==> config.mk <==
export PLATFORM = sky130hd
export DESIGN_NAME = reg_file
export DESIGN_NICKNAME = d
export VERILOG_FILES = /design/src/logic/rv_isa_pkg.sv /design/src/logic/reg_file.sv
export SDC_FILE = /design/constraint.sdc
export NUM_CORES = 2
export LEC_CHECK = 0
export BUFFER_PORTS_ARGS = -buffer_cell sky130_fd_sc_hd__buf_2
export CAP_MARGIN = 20
export CORE_UTILIZATION = 30
export CTS_CLUSTER_DIAMETER = 30
export CTS_CLUSTER_SIZE = 25
export DETAILED_ROUTE_END_ITERATION = 6
export PLACE_DENSITY = 0.52
export SETUP_SLACK_MARGIN = 0.3
export SLEW_MARGIN = 20
export SYNTH_ARGS = -nofsm -noshare
export SYNTH_HDL_FRONTEND = slang
export SYNTH_SLANG_ARGS = --single-unit
==> constraint.sdc <==
create_clock -name clk -period 2.94 [get_ports clk]
set_input_delay 0.294 -clock clk [delete_from_list [all_inputs] [get_ports clk]]
set_output_delay 0.294 -clock clk [all_outputs]
set_load 0.1 [all_outputs]
==> src/logic/rv_isa_pkg.sv <==
`default_nettype none

package rv_isa_pkg;

	localparam int XLEN = 32;

	typedef enum logic [6:0] {
		OP_LOAD   = 7'b0000011,
		OP_IMM    = 7'b0010011,
		OP_AUIPC  = 7'b0010111,
		OP_STORE  = 7'b0100011,
		OP_REG    = 7'b0110011,
		OP_LUI    = 7'b0110111,
		OP_BRANCH = 7'b1100011,
		OP_JALR   = 7'b1100111,
		OP_JAL    = 7'b1101111
	} opcode_e;

	// branch conditions
	localparam logic [2:0] F3_BEQ  = 3'd0;
	localparam logic [2:0] F3_BNE  = 3'd1;
	localparam logic [2:0] F3_BLT  = 3'd4;
	localparam logic [2:0] F3_BGE  = 3'd5;
	localparam logic [2:0] F3_BLTU = 3'd6;
	localparam logic [2:0] F3_BGEU = 3'd7;

	// load and store access size
	localparam logic [2:0] F3_B  = 3'd0;
	localparam logic [2:0] F3_H  = 3'd1;
	localparam logic [2:0] F3_W  = 3'd2;
	localparam logic [2:0] F3_BU = 3'd4;
	localparam logic [2:0] F3_HU = 3'd5;

	typedef struct packed {
		logic [6:0] funct7;
		logic [4:0] rs2;
		logic [4:0] rs1;
		logic [2:0] funct3;
		logic [4:0] rd;
		opcode_e    opcode;
	} r_fmt_t;

	typedef struct packed {
		logic [11:0] imm;
		logic [4:0]  rs1;
		logic [2:0]  funct3;
		logic [4:0]  rd;
		opcode_e     opcode;
	} i_fmt_t;

	typedef struct packed {
		logic [6:0] imm_hi;
		logic [4:0] rs2;
		logic [4:0] rs1;
		logic [2:0] funct3;
		logic [4:0] imm_lo;
		opcode_e    opcode;
	} s_fmt_t;

	typedef struct packed {
		logic       imm12;
		logic [5:0] imm10_5;
		logic [4:0] rs2;
		logic [4:0] rs1;
		logic [2:0] funct3;
		logic [3:0] imm4_1;
		logic       imm11;
		opcode_e    opcode;
	} b_fmt_t;

	typedef struct packed {
		logic [19:0] imm;
		logic [4:0]  rd;
		opcode_e     opcode;
	} u_fmt_t;

	typedef struct packed {
		logic       imm20;
		logic [9:0] imm10_1;
		logic       imm11;
		logic [7:0] imm19_12;
		logic [4:0] rd;
		opcode_e    opcode;
	} j_fmt_t;

	typedef union packed {
		logic [XLEN-1:0] raw;
		r_fmt_t          r_fmt;
		i_fmt_t          i_fmt;
		s_fmt_t          s_fmt;
		b_fmt_t          b_fmt;
		u_fmt_t          u_fmt;
		j_fmt_t          j_fmt;
	} instr_u;

endpackage

`default_nettype wire

==> src/logic/reg_file.sv <==
`timescale 1ns/1ps
`default_nettype none

module reg_file (
	input  logic                        clk,
	input  logic                        rstn,
	input  logic                        we_i,
	input  logic [4:0]                  waddr_i,
	input  logic [rv_isa_pkg::XLEN-1:0] wdata_i,
	input  logic [4:0]                  raddr1_i,
	input  logic [4:0]                  raddr2_i,
	output logic [rv_isa_pkg::XLEN-1:0] rdata1_o,
	output logic [rv_isa_pkg::XLEN-1:0] rdata2_o
);
	import rv_isa_pkg::*;

	logic [XLEN-1:0] regs_q [32];   // x0 cleared by reset only

	always_ff @(posedge clk or negedge rstn)
	begin
		if (!rstn)
		begin
			for (int i = 0; i < 32; i++)
				regs_q[i] <= '0;
		end
		else if (we_i && waddr_i != 5'd0)
			regs_q[waddr_i] <= wdata_i;
	end

	assign rdata1_o = regs_q[raddr1_i];
	assign rdata2_o = regs_q[raddr2_i];

	// entry 0 stays clear as long as x0 writes are dropped
	a_x0_zero: assert property (@(posedge clk) disable iff (!rstn)
		raddr1_i == 5'd0 |-> rdata1_o == '0);

endmodule

`default_nettype wire

==> flow_summary.json <==
{
  "cp_max_fo": 3,
  "io_buffers": 113,
  "netlist_area_mm2": 0.0559,
  "clk_latency_ps": 820,
  "drc": 0,
  "fin_crit_sh_pct": 89.8,
  "fin_nets": 4761,
  "max_stage_delay_ps": 400,
  "cts_buffer_depth": 3,
  "crit_slowest_cell": "dfrtp_1",
  "pwr-share-clk_pct": 49.0,
  "worstPathRequired_ps": 2650,
  "max_freq_ghz": 0.379,
  "cts_tree": "built",
  "yosysWarnings": 0,
  "first_pass_iters": 7,
  "clkTransAtPathRegs_ps": 50,
  "reg_top3": "regs_q x1024",
  "holdCritPathClass": "in2reg",
  "drv_slew": 0,
  "ys_seq_area_share_pct": 45.8,
  "critPathKind": "reg2out",
  "clkSinkCount": 1024,
  "power_leakage_nw": 32.6,
  "rsz0062_at_grt": "yes",
  "placed_area_mm2": 0.0609,
  "grt_pass1_wl_um": 285000,
  "via_per_inst": 5.35,
  "die_x_um": 434,
  "sw_frac_of_total_pct": 27.6,
  "htreeDepth": 4,
  "pwr-share-comb_pct": 17.2,
  "wire_per_inst_um": 26.1,
  "worst_slew_pin_slew_ps": 980,
  "synth_nets": 4651,
  "p_seq_share_pct": 33.7,
  "num_rows": 158,
  "fin_worst_skew_ps": 0,
  "die-area_mm2": 0.188,
  "final_util_pct": 38.0,
  "fillers": 17800,
  "hold_viol": 0,
  "worstPathCellList": "mux2i_1 -> a22o_1 -> nor3_1 -> a31oi_1 -> nand3_2 -> buf_8",
  "setup_violations": 0,
  "regMostFlops": "regs_q",
  "cts_buffers": 226,
  "fin_tns_setup_ps": 0,
  "p_per_area_mw_per_mm2": 794,
  "cp-end-kind": "output port",
  "ios": 114,
  "drtIter0Drc": 2729,
  "vias": 39500,
  "cp.arrival_ps": 2350,
  "grt_pass1_vias": 41300,
  "layout_min_cycle_time_ps": 2640,
  "worst_setup_path_start_kind": "flip-flop",
  "clock-root-buffer": "clkbuf_16",
  "avgSynthCellArea_um2": 12.2,
  "synthCells": 4601,
  "outcome": "finished clean",
  "total_power_w": 0.0558,
  "syn2layout_area_growth_pct": 25.7,
  "antenna_found_initial": 23,
  "rr_startpoint": "regs_q[17]",
  "grt_max_degree": 119,
  "min_from": "wdata_i[9]",
  "initial_core_util_pct": 30.2,
  "synth.distinct_cells": 28,
  "cap_violations": 0,
  "dieHeight_um": 434,
  "slew_headroom_pct": 34.6,
  "ant_nets": 0,
  "design_area_mm2": 0.0703,
  "crit_start": "regs_q[797]",
  "vdd_drop_max_uv": 644,
  "ys_seq_elements": 1024,
  "grt_remaining_overflow": 0,
  "dp_slack_ps": 151,
  "largest_reg_flops": 1024,
  "internal-power_w": 0.0404,
  "grt.total_usage_pct": 20.4,
  "p_sw_w": 0.0154,
  "totalWireLength_um": 193000,
  "core_mm2": 0.185,
  "setup_ws_ps": 301,
  "hpwlAfterDp_um": 107000,
  "routabilityCongestion": 0.772,
  "layout-drive-gt1-share_pct": 38.3
}
-- timing repair --
| item | in CTS | in global routing |
|---|---|---|
| setup endpoints to repair | 56 | 41 |
| buffers inserted | 4 | 1 |
| pin swaps | 30 | 22 |
| gates resized for setup | 158 | 50 |
| hold buffers | 2 | 0 |
| cloned | 3 | 1 |
| hold endpoints to repair | 654 | 0 |
-- Yosys cell counts --
| library cell | n | area (um^2) |
|---|---|---|
| and3_1 | 1 | 6.26 |
| nor3_1 | 65 | 325 |
| buf_2 | 111 | 556 |
| a22o_1 | 128 | 1120 |
| nor3b_1 | 1 | 7.51 |
| a31oi_1 | 64 | 400 |
| nor3b_2 | 3 | 37.5 |
| clkbuf_1 | 224 | 841 |
| nor2_4 | 16 | 180 |
| mux2i_1 | 1024 | 10200 |
| nand2_1 | 210 | 788 |
| a21oi_1 | 192 | 961 |
| dfrtp_1 | 1024 | 25600 |
| buf_1 | 26 | 97.6 |
| nand3b_1 | 4 | 30.0 |
| a22oi_1 | 192 | 1440 |
| nor2_1 | 3 | 11.3 |
| nor2b_1 | 4 | 25.0 |
| nand2b_1 | 4 | 25.0 |
| mux2_1 | 39 | 439 |
| and2_1 | 2 | 12.5 |
| nand3_1 | 194 | 971 |
| or2_2 | 3 | 18.8 |
| buf_4 | 64 | 480 |
| mux2_2 | 953 | 10700 |
| and3b_1 | 1 | 8.76 |
| or3b_4 | 1 | 11.3 |
| buf_6 | 48 | 541 |
-- through the flow --
stage / hold WS (ps) / std cells
finish: 103 / 7392
global route: 107 / 7391
CTS: 51.3 / 7385
detailed placement: 215 / 6952
global placement: 228 / 6952
floorplan: -1.59 / 4601
-- power groups by stage --
stage	Sequential (W)	Clock, W	Combinational (W)
global route	0.0192	0.0285	0.0103
floorplan	0.0184	0	0.00688
detailed placement	0.0190	0	0.00931
CTS	0.0188	0.0278	0.00959
global placement	0.0188	0	0.00919
finish	0.0188	0.0274	0.00962
-- cell type report --
| cell class | instances | area, um^2 | area share, % |
|---|---|---|---|
| Clock inverter | 136 | 1990 | 2.82 |
| Timing Repair Buffer | 354 | 4640 | 6.60 |
| Multi-Input combinational cell | 3105 | 28700 | 40.8 |
| Clock buffer | 288 | 6300 | 8.96 |
| Sequential cell | 1024 | 25600 | 36.4 |
| Tap cell | 2480 | 3100 | 4.41 |
| Antenna cell | 5 | 12.5 | 0.0178 |
-- routing by layer --
| metal | vias up | share of wire, % | track usage, % |
|---|---|---|---|
| li1 | 17300 | - | - |
| met2 | 1005 | 47 | 33.2 |
| met3 | 374 | 4.4 | 2.98 |
| met5 | - | 0.012 | 0 |
| met4 | 4 | 3.1 | 7.46 |
| met1 | 20900 | 45 | 27.3 |
-- final timing paths --
| check | to | slack, ps | depth (start not counted) |
|---|---|---|---|
| max in group asynchronous | regs_q[132] | 2030 | 4 |
| worst max register to register | regs_q[17] | 2130 | 1 |
| min in group asynchronous | regs_q[1014] | 220 | 3 |
| worst min register to register | regs_q[1003] | 400 | 0 |
| worst min-delay path | regs_q[393] | 100 | 2 |
| worst max-delay path | rdata1_o[29] | 300 | 6 |
-- cells in the final DEF (no fill, tap or decap), drive strengths merged --
master / instances
dfrtp: 1024
mux2i: 1024
mux2: 992
buf: 350
clkbuf: 289
nand2: 210
nand3: 194
a22oi: 192
a21oi: 192
a22o: 128
nor3: 65
a31oi: 64
clkinv: 55
bufinv: 44
clkinvlp: 27
nor2: 19
inv: 10
diode: 5
nor2b: 4
nand2b: 4
nand3b: 4
nor3b: 4
or2: 3
and2: 3
bufbuf: 2
and3b: 1
and3: 1
or3b: 1
dlygate4sd3: 1
-- kinds of logic after synthesis --
family | Yosys count | synth area share (%)
AO/OA/AOI/OAI | 576 | 7.01
multiplexers | 2016 | 38.3
flip-flops | 1024 | 45.8
AND/OR/NAND/NOR | 512 | 4.39
buffers and inverters | 473 | 4.50
-- critical path, delay by kind of cell (launching register included) --
family                 cells  cell delay [ps]
buffers and inverters      1              260
AO/OA/AOI/OAI              2              390
AND/OR/NAND/NOR            2              320
multiplexers               1              170
flip-flops                 1              400
(Power assumes the default switching activity.)
