[config.mk]
export PLATFORM = sky130hd
export DESIGN_NAME = core_fsm
export DESIGN_NICKNAME = d
export VERILOG_FILES = /design/src/logic/rv_isa_pkg.sv /design/src/logic/core_ctrl_pkg.sv /design/src/logic/core_fsm.sv
export SDC_FILE = /design/constraint.sdc
export NUM_CORES = 1
export LEC_CHECK = 0
export BUFFER_PORTS_ARGS = -buffer_cell sky130_fd_sc_hd__buf_2
export CAP_MARGIN = 40
export CORE_ASPECT_RATIO = 0.9
export CORE_UTILIZATION = 54
export CTS_BUF_LIST = sky130_fd_sc_hd__clkbuf_8 sky130_fd_sc_hd__clkbuf_16
export DETAILED_ROUTE_END_ITERATION = 16
export PLACE_DENSITY = 0.88
export REMOVE_ABC_BUFFERS = 1
export SLEW_MARGIN = 20
export SYNTH_ARGS = -nofsm -noshare
export SYNTH_HDL_FRONTEND = slang
export SYNTH_SLANG_ARGS = --single-unit
[constraint.sdc]
create_clock -name clk -period 4.2 [get_ports clk]
set_clock_uncertainty 0.05 [all_clocks]
set_input_delay 0.42 -clock clk [delete_from_list [all_inputs] [get_ports clk]]
set_output_delay 0.42 -clock clk [all_outputs]
set_load 0.05 [all_outputs]
[src/logic/rv_isa_pkg.sv]
`default_nettype none

package rv_isa_pkg;

	localparam int XLEN = 32;

	typedef enum logic [6:0] {
		OP_LOAD   = 7'b0000011,
		OP_IMM    = 7'b0010011,
		OP_AUIPC  = 7'b0010111,
		OP_STORE  = 7'b0100011,
		OP_REG    = 7'b0110011,
		OP_LUI    = 7'b0110111,
		OP_BRANCH = 7'b1100011,
		OP_JALR   = 7'b1100111,
		OP_JAL    = 7'b1101111
	} opcode_e;

	// branch conditions
	localparam logic [2:0] F3_BEQ  = 3'd0;
	localparam logic [2:0] F3_BNE  = 3'd1;
	localparam logic [2:0] F3_BLT  = 3'd4;
	localparam logic [2:0] F3_BGE  = 3'd5;
	localparam logic [2:0] F3_BLTU = 3'd6;
	localparam logic [2:0] F3_BGEU = 3'd7;

	// load and store access size
	localparam logic [2:0] F3_B  = 3'd0;
	localparam logic [2:0] F3_H  = 3'd1;
	localparam logic [2:0] F3_W  = 3'd2;
	localparam logic [2:0] F3_BU = 3'd4;
	localparam logic [2:0] F3_HU = 3'd5;

	typedef struct packed {
		logic [6:0] funct7;
		logic [4:0] rs2;
		logic [4:0] rs1;
		logic [2:0] funct3;
		logic [4:0] rd;
		opcode_e    opcode;
	} r_fmt_t;

	typedef struct packed {
		logic [11:0] imm;
		logic [4:0]  rs1;
		logic [2:0]  funct3;
		logic [4:0]  rd;
		opcode_e     opcode;
	} i_fmt_t;

	typedef struct packed {
		logic [6:0] imm_hi;
		logic [4:0] rs2;
		logic [4:0] rs1;
		logic [2:0] funct3;
		logic [4:0] imm_lo;
		opcode_e    opcode;
	} s_fmt_t;

	typedef struct packed {
		logic       imm12;
		logic [5:0] imm10_5;
		logic [4:0] rs2;
		logic [4:0] rs1;
		logic [2:0] funct3;
		logic [3:0] imm4_1;
		logic       imm11;
		opcode_e    opcode;
	} b_fmt_t;

	typedef struct packed {
		logic [19:0] imm;
		logic [4:0]  rd;
		opcode_e     opcode;
	} u_fmt_t;

	typedef struct packed {
		logic       imm20;
		logic [9:0] imm10_1;
		logic       imm11;
		logic [7:0] imm19_12;
		logic [4:0] rd;
		opcode_e    opcode;
	} j_fmt_t;

	typedef union packed {
		logic [XLEN-1:0] raw;
		r_fmt_t          r_fmt;
		i_fmt_t          i_fmt;
		s_fmt_t          s_fmt;
		b_fmt_t          b_fmt;
		u_fmt_t          u_fmt;
		j_fmt_t          j_fmt;
	} instr_u;

endpackage

`default_nettype wire

[src/logic/core_ctrl_pkg.sv]
`default_nettype none

package core_ctrl_pkg;

	typedef enum logic [3:0] {
		ALU_ADD, ALU_SUB, ALU_SLL, ALU_SLT, ALU_SLTU,
		ALU_XOR, ALU_SRL, ALU_SRA, ALU_OR, ALU_AND,
		ALU_EQ, ALU_NE, ALU_GE, ALU_GEU
	} alu_op_e;

	typedef enum logic [1:0] {
		ST_IDLE,
		ST_FETCH,
		ST_EXECUTE,
		ST_WRITEBACK
	} core_state_e;

	typedef enum logic [2:0] {
		WB_NONE,
		WB_ALU,
		WB_MEM,
		WB_PC4,
		WB_IMM
	} wb_sel_e;

	typedef struct packed {
		alu_op_e    alu_op;
		logic       b_is_imm;
		logic       a_is_pc;
		wb_sel_e    wb_sel;
		logic       is_branch;
		logic       is_jump;   // jal and jalr, target comes from the ALU
		logic       mem_we;
		logic       mem_re;
		logic [2:0] funct3;
	} ctrl_t;

	typedef struct packed {
		logic [31:0] pc;
		logic [4:0]  rd;
		logic        we;
		logic [31:0] data;
	} retire_t;

endpackage

`default_nettype wire

[src/logic/core_fsm.sv]
`timescale 1ns/1ps
`default_nettype none

module core_fsm (
	input  logic                         clk,
	input  logic                         rstn,
	input  logic                         run_i,
	input  logic                         step_i,
	input  core_ctrl_pkg::ctrl_t         ctrl_i,
	input  logic [rv_isa_pkg::XLEN-1:0]  imm_i,
	input  logic [rv_isa_pkg::XLEN-1:0]  alu_res_i,
	input  logic [rv_isa_pkg::XLEN-1:0]  mem_rdata_i,
	input  logic [4:0]                   rd_i,
	output logic                         fetch_o,
	output logic [rv_isa_pkg::XLEN-1:0]  pc_o,
	output logic                         rf_we_o,
	output logic [rv_isa_pkg::XLEN-1:0]  rf_wdata_o,
	output logic                         mem_we_o,
	output logic                         retire_valid_o,
	output core_ctrl_pkg::retire_t       retire_o
);
	import rv_isa_pkg::*;
	import core_ctrl_pkg::*;

	core_state_e     state_q;
	core_state_e     state_d;
	logic [XLEN-1:0] pc_q;
	logic [XLEN-1:0] alu_q;   // captured on the EXECUTE step
	logic            adv;
	logic            wb_step;
	logic            taken;

	// after run_i drops the open instruction completes without waiting for steps
	assign adv = step_i || (!run_i && state_q != ST_IDLE);
	assign wb_step = adv && state_q == ST_WRITEBACK;
	assign taken = ctrl_i.is_branch && alu_q[0];

	always_comb
	begin
		case (state_q)
			ST_IDLE:    state_d = run_i ? ST_FETCH : ST_IDLE;
			ST_FETCH:   state_d = ST_EXECUTE;
			ST_EXECUTE: state_d = ST_WRITEBACK;
			default:    state_d = run_i ? ST_FETCH : ST_IDLE;
		endcase
	end

	always_comb
	begin
		case (ctrl_i.wb_sel)
			WB_ALU:  rf_wdata_o = alu_q;
			WB_MEM:  rf_wdata_o = mem_rdata_i;
			WB_PC4:  rf_wdata_o = pc_q + 4;   // link
			WB_IMM:  rf_wdata_o = imm_i;
			default: rf_wdata_o = '0;
		endcase
	end

	always_ff @(posedge clk or negedge rstn)
	begin
		if (!rstn)
		begin
			state_q <= ST_IDLE;
			pc_q <= '0;
		end
		else if (adv)
		begin
			state_q <= state_d;
			if (wb_step)
				pc_q <= ctrl_i.is_jump ? {alu_q[XLEN-1:1], 1'b0} :
					(taken ? pc_q + imm_i : pc_q + 4);
		end
	end

	always_ff @(posedge clk)
	begin
		if (adv && state_q == ST_EXECUTE)
			alu_q <= alu_res_i;
	end

	assign fetch_o = adv && state_q == ST_FETCH;
	assign pc_o = pc_q;
	assign rf_we_o = wb_step && ctrl_i.wb_sel != WB_NONE;
	assign mem_we_o = wb_step && ctrl_i.mem_we;
	assign retire_valid_o = wb_step;
	assign retire_o = '{pc: pc_q, rd: rd_i, we: ctrl_i.wb_sel != WB_NONE, data: rf_wdata_o};

	a_wr_in_wb: assert property (@(posedge clk) disable iff (!rstn)
		(rf_we_o || mem_we_o) |-> state_q == ST_WRITEBACK ##1 state_q != ST_WRITEBACK);

endmodule

`default_nettype wire

==> out/qor.csv <==
stage,metric,value,unit
detailed_routing,final wirelength,20600,µm
detailed_routing,DRC Markers,0,
timing,Slew @ Worst Pin,0.801,ns
power_and_ir_drop,Peak VDD IR,0.689,mV
timing,Fin Hold WS,0.206,ns
min_path,Hold Path Sink,alu_q[1],
min_path,worst hold start,alu_res_i[1],
placed_design,area post-placement,0.00732,mm²
global_route,antenna violations before repair,1,
placed_design,GP Congestion,0.910,
timing,worst rel slew slack,0.466,
critical_path,reg2reg start,pc_o[0],
min_path,hold path depth,1,
run,max-cap viol count,0,
cts,Worst-path clk slew,0.06,ns
global_route,total grt overflow,0,
layout,ANT cells,0,
critical_path,CP most frequent cell,nor2_1,
floorplan,Die H,106,µm
power_and_ir_drop,Pleak,3.55,nW
logic_synthesis,synthesized-area fraction occupied by and/or/nand/nor cells,0.171,
floorplan,die area,0.0125,mm²
global_route,global-route wire length before repair,32100,µm
power_and_ir_drop,Sw Pwr,3.40,mW
logic_synthesis,YS warnings,0,
floorplan,DIE WIDTH,118,µm
floorplan,Rows,37,
floorplan,CORE AREA,0.0116,mm²
cts,worst skew pair latency,0.34,ns
logic_synthesis,number of synthesized flops with an enable pin,32,
timing,ratio of final minimum period to clock period,0.841,
power_and_ir_drop,logic gate share of total power,0.660,
logic_synthesis,largest family of logic cells by synthesized area,compound AO/OA/AOI/OAI gates,
logic_synthesis,post-synthesis compound-gate area fraction,0.273,
layout,fin cells,1097,
cts,CTS tree,yes,
layout,Final Core Density,0.659,
critical_path,critical-path maximum fanout,8,
floorplan,Initial Utilization,0.562,
layout,fraction of layout cells with a size suffix above 1,0.305,
power_and_ir_drop,pwr dens,782,mW/mm²
timing,RSZ-0062 raised after global routing,false,
cts,cts hold-fix bufs,1,
logic_synthesis,#FFs+latches synth,66,
global_route,number of global-route vias before repair,6140,
layout,cell area after layout,0.00763,mm²
timing,fin. max-slew vios,0,
critical_path,CP max-delay cell,dfrtp_1,
logic_synthesis,XOR/XNOR Fraction of Synth Area,0.0741,
power_and_ir_drop,Sw Ratio,0.570,
critical_path,critical path cell sequence,ha_1 > nand4_1 > nor2_1 > buf_4 > nand3_1 > nor2_1 > nand2_1 > xor2_1 > o221ai_1 > buf_2,
layout,Area Overhead vs Synth,17.4,%
layout,Fill cells,1023,
logic_synthesis,Synth cell types,68,
critical_path,CP peak stage delay,0.47,ns
power_and_ir_drop,sequential share of power,0.213,
layout,multi-input logic area,0.00396,mm²
logic_synthesis,cell count after synthesis,787,
layout,Final #Nets,1095,
cts,Bufs on Longest Clock Path,2,
power_and_ir_drop,Internal Power,2.57,mW
logic_synthesis,asr flop ratio synth,0.515,
min_path,worst min path class,input pin to register,
critical_path,WP data required,3.73,ns
detailed_routing,WL per Instance,18.7,µm
detailed_routing,vias,6779,
cts,clock root buffer master,clkbuf_16,
placed_design,Cells after DPL,1080,
timing,final hold viol count,0,
critical_path,critical path launch point,pc_o[2],
layout,storage element area,0.00181,mm²
cts,Post-CTS Setup Inserts,0,
critical_path,CP Launch Type,register,
placed_design,hpwl dp,15200,µm
logic_synthesis,mapped cell area,0.00650,mm²
placed_design,IO Port Bufs,238,
cts,H-Tree Depth,3,
global_route,largest net degree at the start of global routing,33,
global_route,GRT Overall Usage,0.325,
power_and_ir_drop,Clk network pwr share,0.127,
detailed_routing,1st-iter DRT viols,550,
timing,Final setup viols,0,
outcome,status,finished clean,
timing,fin crit period,3.53,ns
logic_synthesis,"Seq/Total Area, Yosys",0.279,
detailed_routing,First-pass DRT Iterations,5,
timing,fmax,0.283,GHz
critical_path,R2R cell count,11,
critical_path,R2R Path End,pc_o[26],
detailed_routing,Detail Route Antenna Nets,0,
critical_path,WP data arrival,3.06,ns
logic_synthesis,Most used DFF post-synth,dfrtp_1,
detailed_routing,Via density,6.18,
logic_synthesis,adder-cell share of the synthesized area,0.0724,
timing,TNS Setup,0,ns
critical_path,CP Class,register to output pin,
cts,post_cts resized,0,
critical_path,Crit. End Element,output pin,
floorplan,# IOs,259,
cts,Clock Sinks,66,
cts,TritonCTS Buffers,9,
logic_synthesis,Post-Syn Area per Cell,8.26,µm²
logic_synthesis,mux cell area share after synthesis,0.0164,
critical_path,FF-to-FF setup slack,1.02,ns
==> cells by family (layout without fill, tap and decap cells) <==
kind of cell | count (synthesis) | after routing
AO/OA/AOI/OAI | 260 | 260
AND/OR/NAND/NOR | 231 | 231
buffers and inverters | 128 | 282
flip-flops | 66 | 66
XOR/XNOR | 55 | 55
adder cells (fa/ha/maj) | 37 | 37
multiplexers | 10 | 10
==> cell usage in the layout, fill, tap and decap left out, types with 11 or more instances in the layout <==
cell      instances
dfrtp_1          34
o221ai_1         27
ha_1             36
buf_2           238
inv_1            14
a21o_1           19
nor2_1           48
o21ai_0          55
a22oi_1          39
nand2_1          82
xor2_1           28
nor3_1           11
and3_1           19
a21oi_1          44
nand3_1          24
xnor2_1          27
buf_4            14
edfxtp_1         32
==> critical path: cells and delay by family (launching register included) <==
family | cells | cell delay, ns
adder cells (fa/ha/maj) | 1 | 0.27
AND/OR/NAND/NOR | 5 | 1.06
buffers and inverters | 2 | 0.49
XOR/XNOR | 1 | 0.18
flip-flops | 1 | 0.47
AO/OA/AOI/OAI | 1 | 0.24
==> synthesized netlist by cell type (3+ instances only) <==
master	number	area, µm²
a211oi_1	9	67.6
a21boi_0	3	22.5
a21o_1	19	143
a21oi_1	44	220
a221o_1	5	50.1
a221oi_1	5	43.8
a22oi_1	39	293
a31oi_1	9	56.3
and2_1	8	50.1
and3_1	19	119
buf_2	4	20.0
buf_4	69	518
clkbuf_1	41	154
dfrtp_1	34	851
edfxtp_1	32	961
ha_1	36	450
inv_1	12	45.0
mux2_2	5	56.3
mux2i_1	5	50.1
nand2_1	82	308
nand3_1	24	120
nand4_1	9	56.3
nor2_1	48	180
nor2b_1	7	43.8
nor3_1	11	55.1
nor3b_1	3	22.5
o211ai_1	5	37.5
o21a_1	3	22.5
o21ai_0	55	275
o21ai_1	8	40.0
o221ai_1	27	236
o22ai_1	4	25.0
or3_1	4	25.0
xnor2_1	27	236
xor2_1	28	245
==> metrics by stage <==
| stage | setup slack (ns) | total power [mW] |
|---|---|---|
| 5_1_grt | 0.430 | 6.28 |
| 2_1_floorplan | -0.221 | 4.19 |
| 4_1_cts | 0.699 | 5.92 |
| 6_report | 0.669 | 5.97 |
| 3_3_place_gp | 1.01 | 5.09 |
| 3_5_place_dp | 0.987 | 5.14 |
==> power groups by stage <==
stage          Combinational [mW]  Clock (mW)  Sequential [mW]
4_1_cts                      3.89       0.765             1.26
5_1_grt                      4.19       0.788             1.31
3_5_place_dp                 3.87           0             1.27
2_1_floorplan                2.01           0             2.18
6_report                     3.94       0.760             1.27
3_3_place_gp                 3.83           0             1.26
==> how the worst max path moves through the flow <==
stage / endpoint / slack [ns] / depth (start not counted)
6_report: rf_wdata_o[28] / 0.67 / 10
5_1_grt: retire_o[24] / 0.43 / 10
4_1_cts: rf_wdata_o[28] / 0.70 / 10
3_5_place_dp: pc_o[26] / 0.99 / 12
3_3_place_gp: pc_o[26] / 1.01 / 12
2_1_floorplan: retire_o[24] / -0.22 / 8
==> per-layer routing <==
layer	vias to the layer above	routed length (µm)	part of all wire	global-route usage
li1	3165	-	-	-
met1	3160	8880	0.43	0.451
met2	414	9290	0.45	0.511
met3	40	1930	0.094	0.0515
met4	0	450	0.022	0.118
met5	-	0	0	0
==> sequential cells by signal (all words and copies together) (netlist names) <==
register and cells:
alu_q 32, state_q 2, pc_o 32
==> area by class of cell <==
cell class | instances | share of cell area
clock buffers | 10 | 0.0313
clock inverters | 5 | 0.00623
inverters | 12 | 0.00590
multi-input cells | 593 | 0.518
flip-flops and latches | 66 | 0.237
well taps | 156 | 0.0256
repair buffers | 255 | 0.175
Power figures use the tool's default switching activity.
