<file path="config.mk">
export PLATFORM = sky130hd
export DESIGN_NAME = alu
export DESIGN_NICKNAME = d
export VERILOG_FILES = /design/src/logic/rv_isa_pkg.sv /design/src/logic/core_ctrl_pkg.sv /design/src/logic/alu.sv
export SDC_FILE = /design/constraint.sdc
export NUM_CORES = 1
export LEC_CHECK = 0
export CAP_MARGIN = 20
export CORE_UTILIZATION = 50
export DETAILED_ROUTE_END_ITERATION = 6
export DONT_BUFFER_PORTS = 1
export SETUP_SLACK_MARGIN = 0.02
export SYNTH_ARGS = -nofsm -noshare
export SYNTH_HDL_FRONTEND = slang
export SYNTH_SLANG_ARGS = --single-unit
</file>
<file path="constraint.sdc">
create_clock -name vclk -period 5.9
set_input_delay 1.18 -clock vclk [all_inputs]
set_output_delay 1.18 -clock vclk [all_outputs]
set_load 0.01 [all_outputs]
</file>
<file path="src/logic/rv_isa_pkg.sv">
`default_nettype none

package rv_isa_pkg;

	localparam int XLEN = 32;

	typedef enum logic [6:0] {
		OP_LOAD   = 7'b0000011,
		OP_IMM    = 7'b0010011,
		OP_AUIPC  = 7'b0010111,
		OP_STORE  = 7'b0100011,
		OP_REG    = 7'b0110011,
		OP_LUI    = 7'b0110111,
		OP_BRANCH = 7'b1100011,
		OP_JALR   = 7'b1100111,
		OP_JAL    = 7'b1101111
	} opcode_e;

	// branch conditions
	localparam logic [2:0] F3_BEQ  = 3'd0;
	localparam logic [2:0] F3_BNE  = 3'd1;
	localparam logic [2:0] F3_BLT  = 3'd4;
	localparam logic [2:0] F3_BGE  = 3'd5;
	localparam logic [2:0] F3_BLTU = 3'd6;
	localparam logic [2:0] F3_BGEU = 3'd7;

	// load and store access size
	localparam logic [2:0] F3_B  = 3'd0;
	localparam logic [2:0] F3_H  = 3'd1;
	localparam logic [2:0] F3_W  = 3'd2;
	localparam logic [2:0] F3_BU = 3'd4;
	localparam logic [2:0] F3_HU = 3'd5;

	typedef struct packed {
		logic [6:0] funct7;
		logic [4:0] rs2;
		logic [4:0] rs1;
		logic [2:0] funct3;
		logic [4:0] rd;
		opcode_e    opcode;
	} r_fmt_t;

	typedef struct packed {
		logic [11:0] imm;
		logic [4:0]  rs1;
		logic [2:0]  funct3;
		logic [4:0]  rd;
		opcode_e     opcode;
	} i_fmt_t;

	typedef struct packed {
		logic [6:0] imm_hi;
		logic [4:0] rs2;
		logic [4:0] rs1;
		logic [2:0] funct3;
		logic [4:0] imm_lo;
		opcode_e    opcode;
	} s_fmt_t;

	typedef struct packed {
		logic       imm12;
		logic [5:0] imm10_5;
		logic [4:0] rs2;
		logic [4:0] rs1;
		logic [2:0] funct3;
		logic [3:0] imm4_1;
		logic       imm11;
		opcode_e    opcode;
	} b_fmt_t;

	typedef struct packed {
		logic [19:0] imm;
		logic [4:0]  rd;
		opcode_e     opcode;
	} u_fmt_t;

	typedef struct packed {
		logic       imm20;
		logic [9:0] imm10_1;
		logic       imm11;
		logic [7:0] imm19_12;
		logic [4:0] rd;
		opcode_e    opcode;
	} j_fmt_t;

	typedef union packed {
		logic [XLEN-1:0] raw;
		r_fmt_t          r_fmt;
		i_fmt_t          i_fmt;
		s_fmt_t          s_fmt;
		b_fmt_t          b_fmt;
		u_fmt_t          u_fmt;
		j_fmt_t          j_fmt;
	} instr_u;

endpackage

`default_nettype wire

</file>
<file path="src/logic/core_ctrl_pkg.sv">
`default_nettype none

package core_ctrl_pkg;

	typedef enum logic [3:0] {
		ALU_ADD, ALU_SUB, ALU_SLL, ALU_SLT, ALU_SLTU,
		ALU_XOR, ALU_SRL, ALU_SRA, ALU_OR, ALU_AND,
		ALU_EQ, ALU_NE, ALU_GE, ALU_GEU
	} alu_op_e;

	typedef enum logic [1:0] {
		ST_IDLE,
		ST_FETCH,
		ST_EXECUTE,
		ST_WRITEBACK
	} core_state_e;

	typedef enum logic [2:0] {
		WB_NONE,
		WB_ALU,
		WB_MEM,
		WB_PC4,
		WB_IMM
	} wb_sel_e;

	typedef struct packed {
		alu_op_e    alu_op;
		logic       b_is_imm;
		logic       a_is_pc;
		wb_sel_e    wb_sel;
		logic       is_branch;
		logic       is_jump;   // jal and jalr, target comes from the ALU
		logic       mem_we;
		logic       mem_re;
		logic [2:0] funct3;
	} ctrl_t;

	typedef struct packed {
		logic [31:0] pc;
		logic [4:0]  rd;
		logic        we;
		logic [31:0] data;
	} retire_t;

endpackage

`default_nettype wire

</file>
<file path="src/logic/alu.sv">
`timescale 1ns/1ps
`default_nettype none

module alu (
	input  core_ctrl_pkg::alu_op_e      op_i,
	input  logic [rv_isa_pkg::XLEN-1:0] a_i,
	input  logic [rv_isa_pkg::XLEN-1:0] b_i,
	output logic [rv_isa_pkg::XLEN-1:0] y_o
);
	import rv_isa_pkg::*;
	import core_ctrl_pkg::*;

	logic [4:0] shamt;
	logic       lt_s;
	logic       lt_u;

	assign shamt = b_i[4:0];
	assign lt_s = $signed(a_i) < $signed(b_i);
	assign lt_u = a_i < b_i;

	always_comb
	begin
		case (op_i)
			ALU_ADD:  y_o = a_i + b_i;
			ALU_SUB:  y_o = a_i - b_i;
			ALU_SLL:  y_o = a_i << shamt;
			ALU_SLT:  y_o = XLEN'(lt_s);
			ALU_SLTU: y_o = XLEN'(lt_u);
			ALU_XOR:  y_o = a_i ^ b_i;
			ALU_SRL:  y_o = a_i >> shamt;
			ALU_SRA:  y_o = $signed(a_i) >>> shamt;
			ALU_OR:   y_o = a_i | b_i;
			ALU_AND:  y_o = a_i & b_i;
			ALU_EQ:   y_o = XLEN'(a_i == b_i);   // branch compares
			ALU_NE:   y_o = XLEN'(a_i != b_i);
			ALU_GE:   y_o = XLEN'(!lt_s);
			ALU_GEU:  y_o = XLEN'(!lt_u);
			default:  y_o = '0;
		endcase
	end

endmodule

`default_nettype wire

</file>
==> impl_metrics.csv, run 1 <==
group,metric,value,unit
status,outcome,"completed",
finish,num_antenna_cells,0,
clock_tree,cts.hold.buffers_added,0,
synthesis,post_synth_xor_area_fraction,0.298,%
die,initial_core_util,51.2,%
grt,via_count_of_the_first_global_routing_pass,9396,
hold_path,worstHoldEndpoint,"y_o[0]",
drt,wl,38.5,mm
setup_path,crit_chain,"inv_2 -> ha_1 -> and2_1 -> a221o_1 -> a311o_1 -> a21o_1 -> a21oi_2 -> o211ai_1 -> o31ai_1 -> and3b_1 -> o21ai_1 -> buf_4",
place,place_congestion,0.989,
sta,number_of_hold_violations_in_the_final_report,0,
grt,grt-ovfl-total,0,
pwr,power_density,90.3,nW/um^2
finish,area_added_between_synthesis_and_finish,0.837,%
place,detailedPlace.worstSlack,0.544,ns
sta,timing.final.ws_setup,0.477,ns
sta,worst_slew_pin_slew,1.12,ns
finish,nClkBuffers,0,
place,placedCellCount,1425,
die,row_count,48,
clock_tree,cts_repair_resize_count,0,
setup_path,worst_path_dominant_cell_family,"compound AO/OA/AOI/OAI gates",
drt,avgViaCountPerCell,7.21,
sta,rsz_0062_raised_after_global_routing,"false",
synthesis,ys.warnings.count,0,
die,dieArea,18200,um^2
synthesis,largest_cells_by_area_after_synthesis,"sky130_fd_sc_hd__ha_1 (14%), sky130_fd_sc_hd__mux4_2 (13%), sky130_fd_sc_hd__nor2_1 (6.9%)",
grt,gr-usage-all-layers,41.7,%
finish,num-nets-final,1374,
setup_path,worstPathMaxFanout,43,
finish,drive_above_1_share,8.92,%
place,port_buffers,0,
pwr,leakagePower,3.72,nW
grt,maximum_number_of_pins_on_one_net_before_global_route_repair,87,
synthesis,synth.cell_area,8820,um^2
hold_path,min-delay-path-class,"in2out",
synthesis,yosys.area_share.adder,14.9,%
synthesis,synth_seq_area_share,0,%
place,hpwlAfterDp,30.0,mm
die,dieWidth,135,um
synthesis,syn-instance-count,1270,
setup_path,critical_path_class,"in2out",
setup_path,cp_launch_type,"input port",
synthesis,synth-compound-area-share,34.3,%
drt,drt_pass1_iterations,6,
synthesis,yosys.cell_types.count,76,
drt,remaining_drc_errors,0,
drt,ant_nets,0,
drt,dr.first_iter.drc_count,1296,
grt,grt_antenna_before_repair,0,
synthesis,syn_nets,1442,
setup_path,timing.critical_path.buf_inv,2,
setup_path,cpPeakStageDelay,0.40,ns
setup_path,cp_num_cells,12,
drt,via_count,10300,
synthesis,multiplexer_share_of_the_synthesized_area,20.3,%
synthesis,yosysMostFrequentCell,"sky130_fd_sc_hd__nor2_1",
finish,fin_cells,1425,
synthesis,synthesis.area_per_instance,6.95,um^2
setup_path,critPathArrivalTime,4.24,ns
die,core_region_area,17200,um^2
grt,grt_pass1_wl,57.9,mm
synthesis,ys_top_cells_by_count,"sky130_fd_sc_hd__nor2_1 (162), sky130_fd_sc_hd__nand2_1 (107), sky130_fd_sc_hd__a21oi_1 (105), sky130_fd_sc_hd__ha_1 (102), sky130_fd_sc_hd__o21ai_0 (100)",
drt,detail_route.wl_per_cell,27.0,um
setup_path,critical_path.slowest_cell,"sky130_fd_sc_hd__a311o_1",
clock_tree,cts_post_setup_buffers_inserted,0,
sta,fmax,184,MHz
sta,fin_tns_setup,0,ns
sta,min_period_over_period,91.9,%
die,vertical_die_dimension,135,um
finish,finish.instance_area,8890,um^2
setup_path,worst_setup_path_end_kind,"output pin",
sta,finalCriticalPeriod,5.42,ns
run,max_cap_violations,0,
finish,final-seq-area,0,um^2
hold_path,hold_start,"op_i[1]",
synthesis,share_of_yosys_cell_area_claimed_by_the_top_area_cell_type,14.5,%
synthesis,synth_top_cell_by_area,"sky130_fd_sc_hd__ha_1",
sta,setup_viol_count_final,0,
sta,fin_worst_hold_slack,2.61,ns
die,pin_count,100,
pwr,power.total,0.803,mW
sta,final-max-slew-violation-count,0,
finish,multi_input_comb_area,8050,um^2
hold_path,worst_hold_path.num_cells,3,
finish,post-route-util,51.6,%
finish,seq_cells,0,
pwr,worst_ir_drop_vdd,0.0376,mV
sta,relSlewSlack,25.5,%
finish,fillCellCount,1776,
place,placed_cell_area,8890,um^2
synthesis,post_synth_and_or_nand_nor_area_fraction,21.1,%
synthesis,largest_family_of_logic_cells_by_synthesized_area,"compound AO/OA/AOI/OAI gates",
setup_path,critPathRequiredTime,4.72,ns
==> kinds of logic (layout without fill, tap and decap cells) <==
| group | count (synthesis) | count (layout) |
|---|---|---|
| multiplexers | 103 | 103 |
| XOR/XNOR | 3 | 3 |
| AO/OA/AOI/OAI | 454 | 454 |
| buffers and inverters | 196 | 126 |
| adder cells (fa/ha/maj) | 104 | 104 |
| AND/OR/NAND/NOR | 410 | 410 |
==> layout by cell type (no fill, tap or decap), drive strengths merged, types with 7 or more instances in the layout <==
cell type,synthesis,layout
nor2,162,162
nand2,107,107
a21oi,107,107
o21ai,104,104
ha,102,102
inv,99,99
mux4,58,58
mux2i,41,41
nor3,33,33
a211oi,27,27
a221oi,27,27
buf,39,25
o211ai,24,24
o22ai,21,21
nand3,17,17
nand2b,15,15
a31oi,14,14
a21o,13,13
o31ai,13,13
a22oi,13,13
nor2b,12,12
a221o,12,12
nor4,12,12
o21bai,11,11
a211o,10,10
or3,10,10
and2,10,10
or2,8,8
o221ai,8,8
o2111ai,7,7
==> cell type report <==
type / count / area share (%)
multi-input combinational: 1074 / 90.5
inverter: 101 / 4.26
tap: 225 / 3.17
timing repair buffer: 25 / 2.11
==> power by group <==
part / total (mW) / leakage (nW) / switching (mW) / internal, mW
sequential: 0 / 0 / 0 / 0
clock: 0 / 0 / 0 / 0
combinational: 0.803 / 3.72 / 0.493 / 0.310
==> worst max path at each step <==
stage | from | endpoint | slack (ns)
3_3_place_gp | b_i[4] | y_o[30] | 0.58
6_report | b_i[4] | y_o[30] | 0.48
2_1_floorplan | b_i[3] | y_o[20] | 0.27
3_5_place_dp | b_i[4] | y_o[30] | 0.54
4_1_cts | b_i[4] | y_o[30] | 0.54
5_1_grt | a_i[0] | y_o[0] | 0.23
==> routing by layer <==
| layer | routed length, um | global-route usage [%] | part of all wire [%] | up-vias |
|---|---|---|---|---|
| met2 | 17200 | 67.4 | 45 | 657 |
| met1 | 15600 | 55.1 | 40 | 4879 |
| li1 | - | - | - | 4635 |
| met3 | 3930 | 6.98 | 10 | 104 |
| met5 | 0 | 0 | 0 | - |
| met4 | 1830 | 16.4 | 4.8 | 0 |
(Power assumes the default switching activity.)
==> run 2: changes to the inputs <==
CELL_PAD_IN_SITES_DETAIL_PLACEMENT = 1   (was not set)
CELL_PAD_IN_SITES_GLOBAL_PLACEMENT = 1   (was not set)
PLACE_DENSITY_LB_ADDON = 0.1   (was not set)
==> run 2 against run 1 <==
Net effect:
- critical path depth unchanged
- non-clock buffer count increased by 1
- worst setup slack got worse by 0.031 ns
- critical path type unchanged
- critical endpoint unchanged
- highest routed layer is now met5
==> impl_metrics.csv, run 2 (synthesis results as in run 1) <==
group,metric,value,unit
status,outcome,"completed",
grt,routing_layer_with_the_top_usage_in_global_route,"met2",
die,core_region_area,17200,um^2
finish,final_common_cell,"sky130_fd_sc_hd__nor2_1",
setup_path,worst_setup_path_end_kind,"output pin",
sta,relSlewSlack,35.8,%
sta,fin_tns_setup,0,ns
die,row_count,48,
grt,grt_pass1_wl,61.7,mm
drt,detail_route.wl_per_cell,28.8,um
grt,global_route.usage.met3,7.28,%
setup_path,critical_path.slowest_cell,"sky130_fd_sc_hd__a31oi_1",
grt,maximum_number_of_pins_on_one_net_before_global_route_repair,87,
finish,seq_cells,0,
grt,groute.layer.met1.usage,57.9,%
finish,mostFrequentLayoutCells,"sky130_fd_sc_hd__nor2_1 (160), sky130_fd_sc_hd__nand2_1 (107), sky130_fd_sc_hd__a21oi_1 (105)",
place,hpwlAfterDp,31.7,mm
setup_path,cpPeakStageDelay,0.53,ns
grt,via_count_of_the_first_global_routing_pass,10200,
sta,rsz_0062_raised_after_global_routing,"false",
finish,final-seq-area,0,um^2
setup_path,setup.worst_path.start,"a_i[12]",
drt,wl,41.1,mm
place,place_congestion,1.01,
die,initial_core_util,51.2,%
finish,num-nets-final,1375,
setup_path,critical_path.most_common_cell,"sky130_fd_sc_hd__a31oi_1",
sta,setup_viol_count_final,0,
grt,use_met2,72.4,%
grt,grt_antenna_before_repair,2,
place,port_buffers,0,
clock_tree,cts_repair_resize_count,0,
drt,avgViaCountPerCell,7.41,
setup_path,worstPathMaxFanout,10,
clock_tree,cts.hold.buffers_added,0,
finish,fillCellCount,2244,
drt,dr.first_iter.drc_count,1342,
hold_path,min-delay-path-class,"in2out",
drt,remaining_drc_errors,0,
sta,min_period_over_period,92.4,%
finish,area_added_between_synthesis_and_finish,0.950,%
sta,fmax,183,MHz
setup_path,cp_launch_type,"input port",
die,dieArea,18200,um^2
setup_path,critPathArrivalTime,4.27,ns
grt,grt-ovfl-total,0,
finish,finish.instance_area,8900,um^2
grt,gr-usage-all-layers,44.7,%
drt,drt_pass1_iterations,5,
drt,ant_nets,0,
setup_path,crit_chain,"inv_1 -> ha_1 -> or2_2 -> nor3_1 -> o2111ai_1 -> a31oi_1 -> o21ai_0 -> nand2_1 -> a31oi_1 -> o31ai_1 -> o21ai_1 -> buf_4",
clock_tree,cts_post_setup_buffers_inserted,0,
sta,number_of_hold_violations_in_the_final_report,0,
finish,drive_above_1_share,8.99,%
setup_path,worstSetupEndpoint,"y_o[30]",
die,vertical_die_dimension,135,um
run,max_cap_violations,0,
setup_path,critPathRequiredTime,4.72,ns
sta,worst_slew_pin_slew,0.960,ns
die,pin_count,100,
finish,nClkBuffers,0,
drt,via_count,10600,
sta,final-max-slew-violation-count,0,
place,placed_cell_area,8900,um^2
sta,finalCriticalPeriod,5.45,ns
setup_path,critical_path_class,"in2out",
finish,multi_input_comb_area,8050,um^2
die,dieWidth,135,um
==> run 2: how the worst min path moves through the flow <==
stage | from | end | slack [ns] | depth (start not counted)
2_1_floorplan | op_i[0] | y_o[0] | 2.58 | 2
3_3_place_gp | b_i[4] | y_o[3] | 2.62 | 2
3_5_place_dp | b_i[4] | y_o[3] | 2.61 | 2
4_1_cts | b_i[4] | y_o[3] | 2.61 | 2
5_1_grt | b_i[4] | y_o[3] | 2.64 | 2
6_report | op_i[1] | y_o[0] | 2.63 | 3
==> run 2: metal layers <==
layer / wire length (um) / up-vias
li1: - / 4634
met1: 16200 / 5165
met2: 18600 / 635
met3: 4050 / 140
met4: 2310 / 2
met5: 13 / -
==> run 2: cell type report <==
class / instances / area share, %
Antenna cell: 1 / 0.0281
Tap cell: 225 / 3.16
Inverter: 101 / 4.26
Timing Repair Buffer: 26 / 2.19
Multi-Input combinational cell: 1074 / 90.4
==> run 2: critical path, delay by kind of cell <==
kind / cells / cell delay, ns
fa+ha+maj: 1 / 0.44
compound gates: 6 / 1.59
buf+inv: 2 / 0.21
simple gates: 3 / 0.85
==> run 2: metrics by stage <==
| step | util [%] | hold WS [ns] | cells | worst slack [ns] |
|---|---|---|---|---|
| after global routing | 51.6 | 2.64 | 1426 | 0.365 |
| after CTS | 51.6 | 2.61 | 1426 | 0.577 |
| after floorplan | - | 2.58 | 1270 | 0.273 |
| after global placement | 51.6 | 2.62 | 1426 | 0.647 |
| after detailed placement | 51.6 | 2.61 | 1426 | 0.582 |
| final | 51.7 | 2.63 | 1427 | 0.446 |
==> run 3: changes to the inputs <==
BUFFER_PORTS_ARGS = -buffer_cell sky130_fd_sc_hd__buf_2   (was not set)
CORE_UTILIZATION = 45   (was 50)
DONT_BUFFER_PORTS = not set   (was 1)
==> run 3 against run 2 <==
Net effect:
- sequential cell count is the same
- wire length grew 3.5%
- utilization shrank 1.2 points
- final area grew 7.5%
- die area grew 11%
- worst hold slack gained 0.25 ns
- critical path depth grew 3
- fmax shrank 3.4%
- cell count grew 10%
- global-route usage shrank 2.8 points
==> impl_metrics.csv, run 3 (synthesis results as in run 1) <==
group,metric,value,unit
grt,maximum_number_of_pins_on_one_net_before_global_route_repair,81,
finish,num-nets-final,1488,
drt,avgViaCountPerCell,7.06,
die,initial_core_util,46.5,%
die,vertical_die_dimension,142,um
drt,dr.first_iter.drc_count,1114,
grt,grt_antenna_before_repair,0,
finish,fin_cells,1574,
finish,finish.instance_area,9570,um^2
drt,wl,42.6,mm
pwr,power_density,101,nW/um^2
die,dieWidth,142,um
sta,timing.final.ws_setup,0.255,ns
setup_path,critPathRequiredTime,4.72,ns
sta,final-max-slew-violation-count,0,
grt,gr-usage-all-layers,41.9,%
sta,fmax,177,MHz
finish,nClkBuffers,0,
place,port_buffers,100,
finish,area_added_between_synthesis_and_finish,8.54,%
sta,number_of_hold_violations_in_the_final_report,0,
drt,via_count,11100,
setup_path,cpPeakStageDelay,0.60,ns
sta,relSlewSlack,31.9,%
sta,worst_slew_pin_slew,1.02,ns
drt,detail_route.wl_per_cell,27.0,um
grt,global_route.usage.met3,4.07,%
sta,min_period_over_period,95.7,%
setup_path,crit_chain,"buf_2 -> inv_1 -> ha_1 -> inv_1 -> fa_1 -> nor3b_1 -> o31a_1 -> o21ai_1 -> a21o_1 -> o211ai_1 -> a211oi_1 -> and3b_1 -> a31oi_1 -> o211ai_1 -> buf_2",
clock_tree,cts_post_setup_buffers_inserted,0,
setup_path,critical_path_class,"in2out",
grt,use_met2,67.8,%
sta,setup_viol_count_final,0,
grt,via_count_of_the_first_global_routing_pass,10800,
setup_path,cp_launch_type,"input port",
finish,post-route-util,50.5,%
drt,remaining_drc_errors,0,
die,row_count,50,
drt,ant_nets,0,
grt,grt_pass1_wl,64.6,mm
setup_path,worst_setup_path_end_kind,"output pin",
sta,fin_worst_hold_slack,2.87,ns
setup_path,critical_path.slowest_cell,"sky130_fd_sc_hd__a211oi_1",
clock_tree,cts_repair_resize_count,0,
place,place_congestion,1.03,
finish,seq_cells,0,
sta,fin_tns_setup,0,ns
grt,routing_layer_with_the_top_usage_in_global_route,"met2",
finish,num_antenna_cells,0,
place,placedCellCount,1574,
finish,mostFrequentLayoutCells,"sky130_fd_sc_hd__nor2_1 (161), sky130_fd_sc_hd__nand2_1 (107), sky130_fd_sc_hd__a21oi_1 (105)",
finish,final-seq-area,0,um^2
die,dieArea,20200,um^2
pwr,leakagePower,4.20,nW
grt,grt-ovfl-total,0,
hold_path,min-delay-path-class,"in2out",
status,outcome,"completed",
pwr,power.total,0.962,mW
setup_path,critPathArrivalTime,4.47,ns
sta,finalCriticalPeriod,5.65,ns
place,hpwlAfterDp,33.4,mm
die,core_region_area,19000,um^2
grt,groute.layer.met1.usage,53.3,%
finish,final_common_cell,"sky130_fd_sc_hd__nor2_1",
finish,drive_above_1_share,16.8,%
place,detailedPlace.worstSlack,0.292,ns
run,max_cap_violations,0,
die,pin_count,100,
sta,rsz_0062_raised_after_global_routing,"false",
drt,drt_pass1_iterations,5,
place,placed_cell_area,9570,um^2
setup_path,worstPathMaxFanout,6,
clock_tree,cts.hold.buffers_added,0,
pwr,worst_ir_drop_vdd,0.0619,mV
-- run 3: worst max-delay path: cells and delay by family --
kind,cells,cell delay [ns]
buffers and inverters,4,0.42
AO/OA/AOI/OAI,7,1.82
adder cells (fa/ha/maj),2,0.60
AND/OR/NAND/NOR,2,0.43
-- run 3: power breakdown --
group	internal, mW	switching, mW
clock	0	0
combinational	0.348	0.614
sequential	0	0
total	0.348	0.614
-- run 3: path summary, 6_finish.rpt --
check / startpoint / end / depth (start not counted)
max: a_i[0] / y_o[0] / 15
min: op_i[1] / y_o[0] / 4
-- run 3: final cells by class --
cell class | instances | area [um^2]
Fill cell | 2557 | 9380
Inverter | 101 | 379
Multi-Input combinational cell | 1074 | 8050
Tap cell | 260 | 325
Timing Repair Buffer | 139 | 823
-- run 3: routing by layer --
layer	part of all wire [%]	vias to the layer above	wire, um
li1	-	4874	-
met1	39	5404	16700
met2	45	685	19000
met3	8.8	143	3750
met4	7.3	0	3120
met5	0	-	0
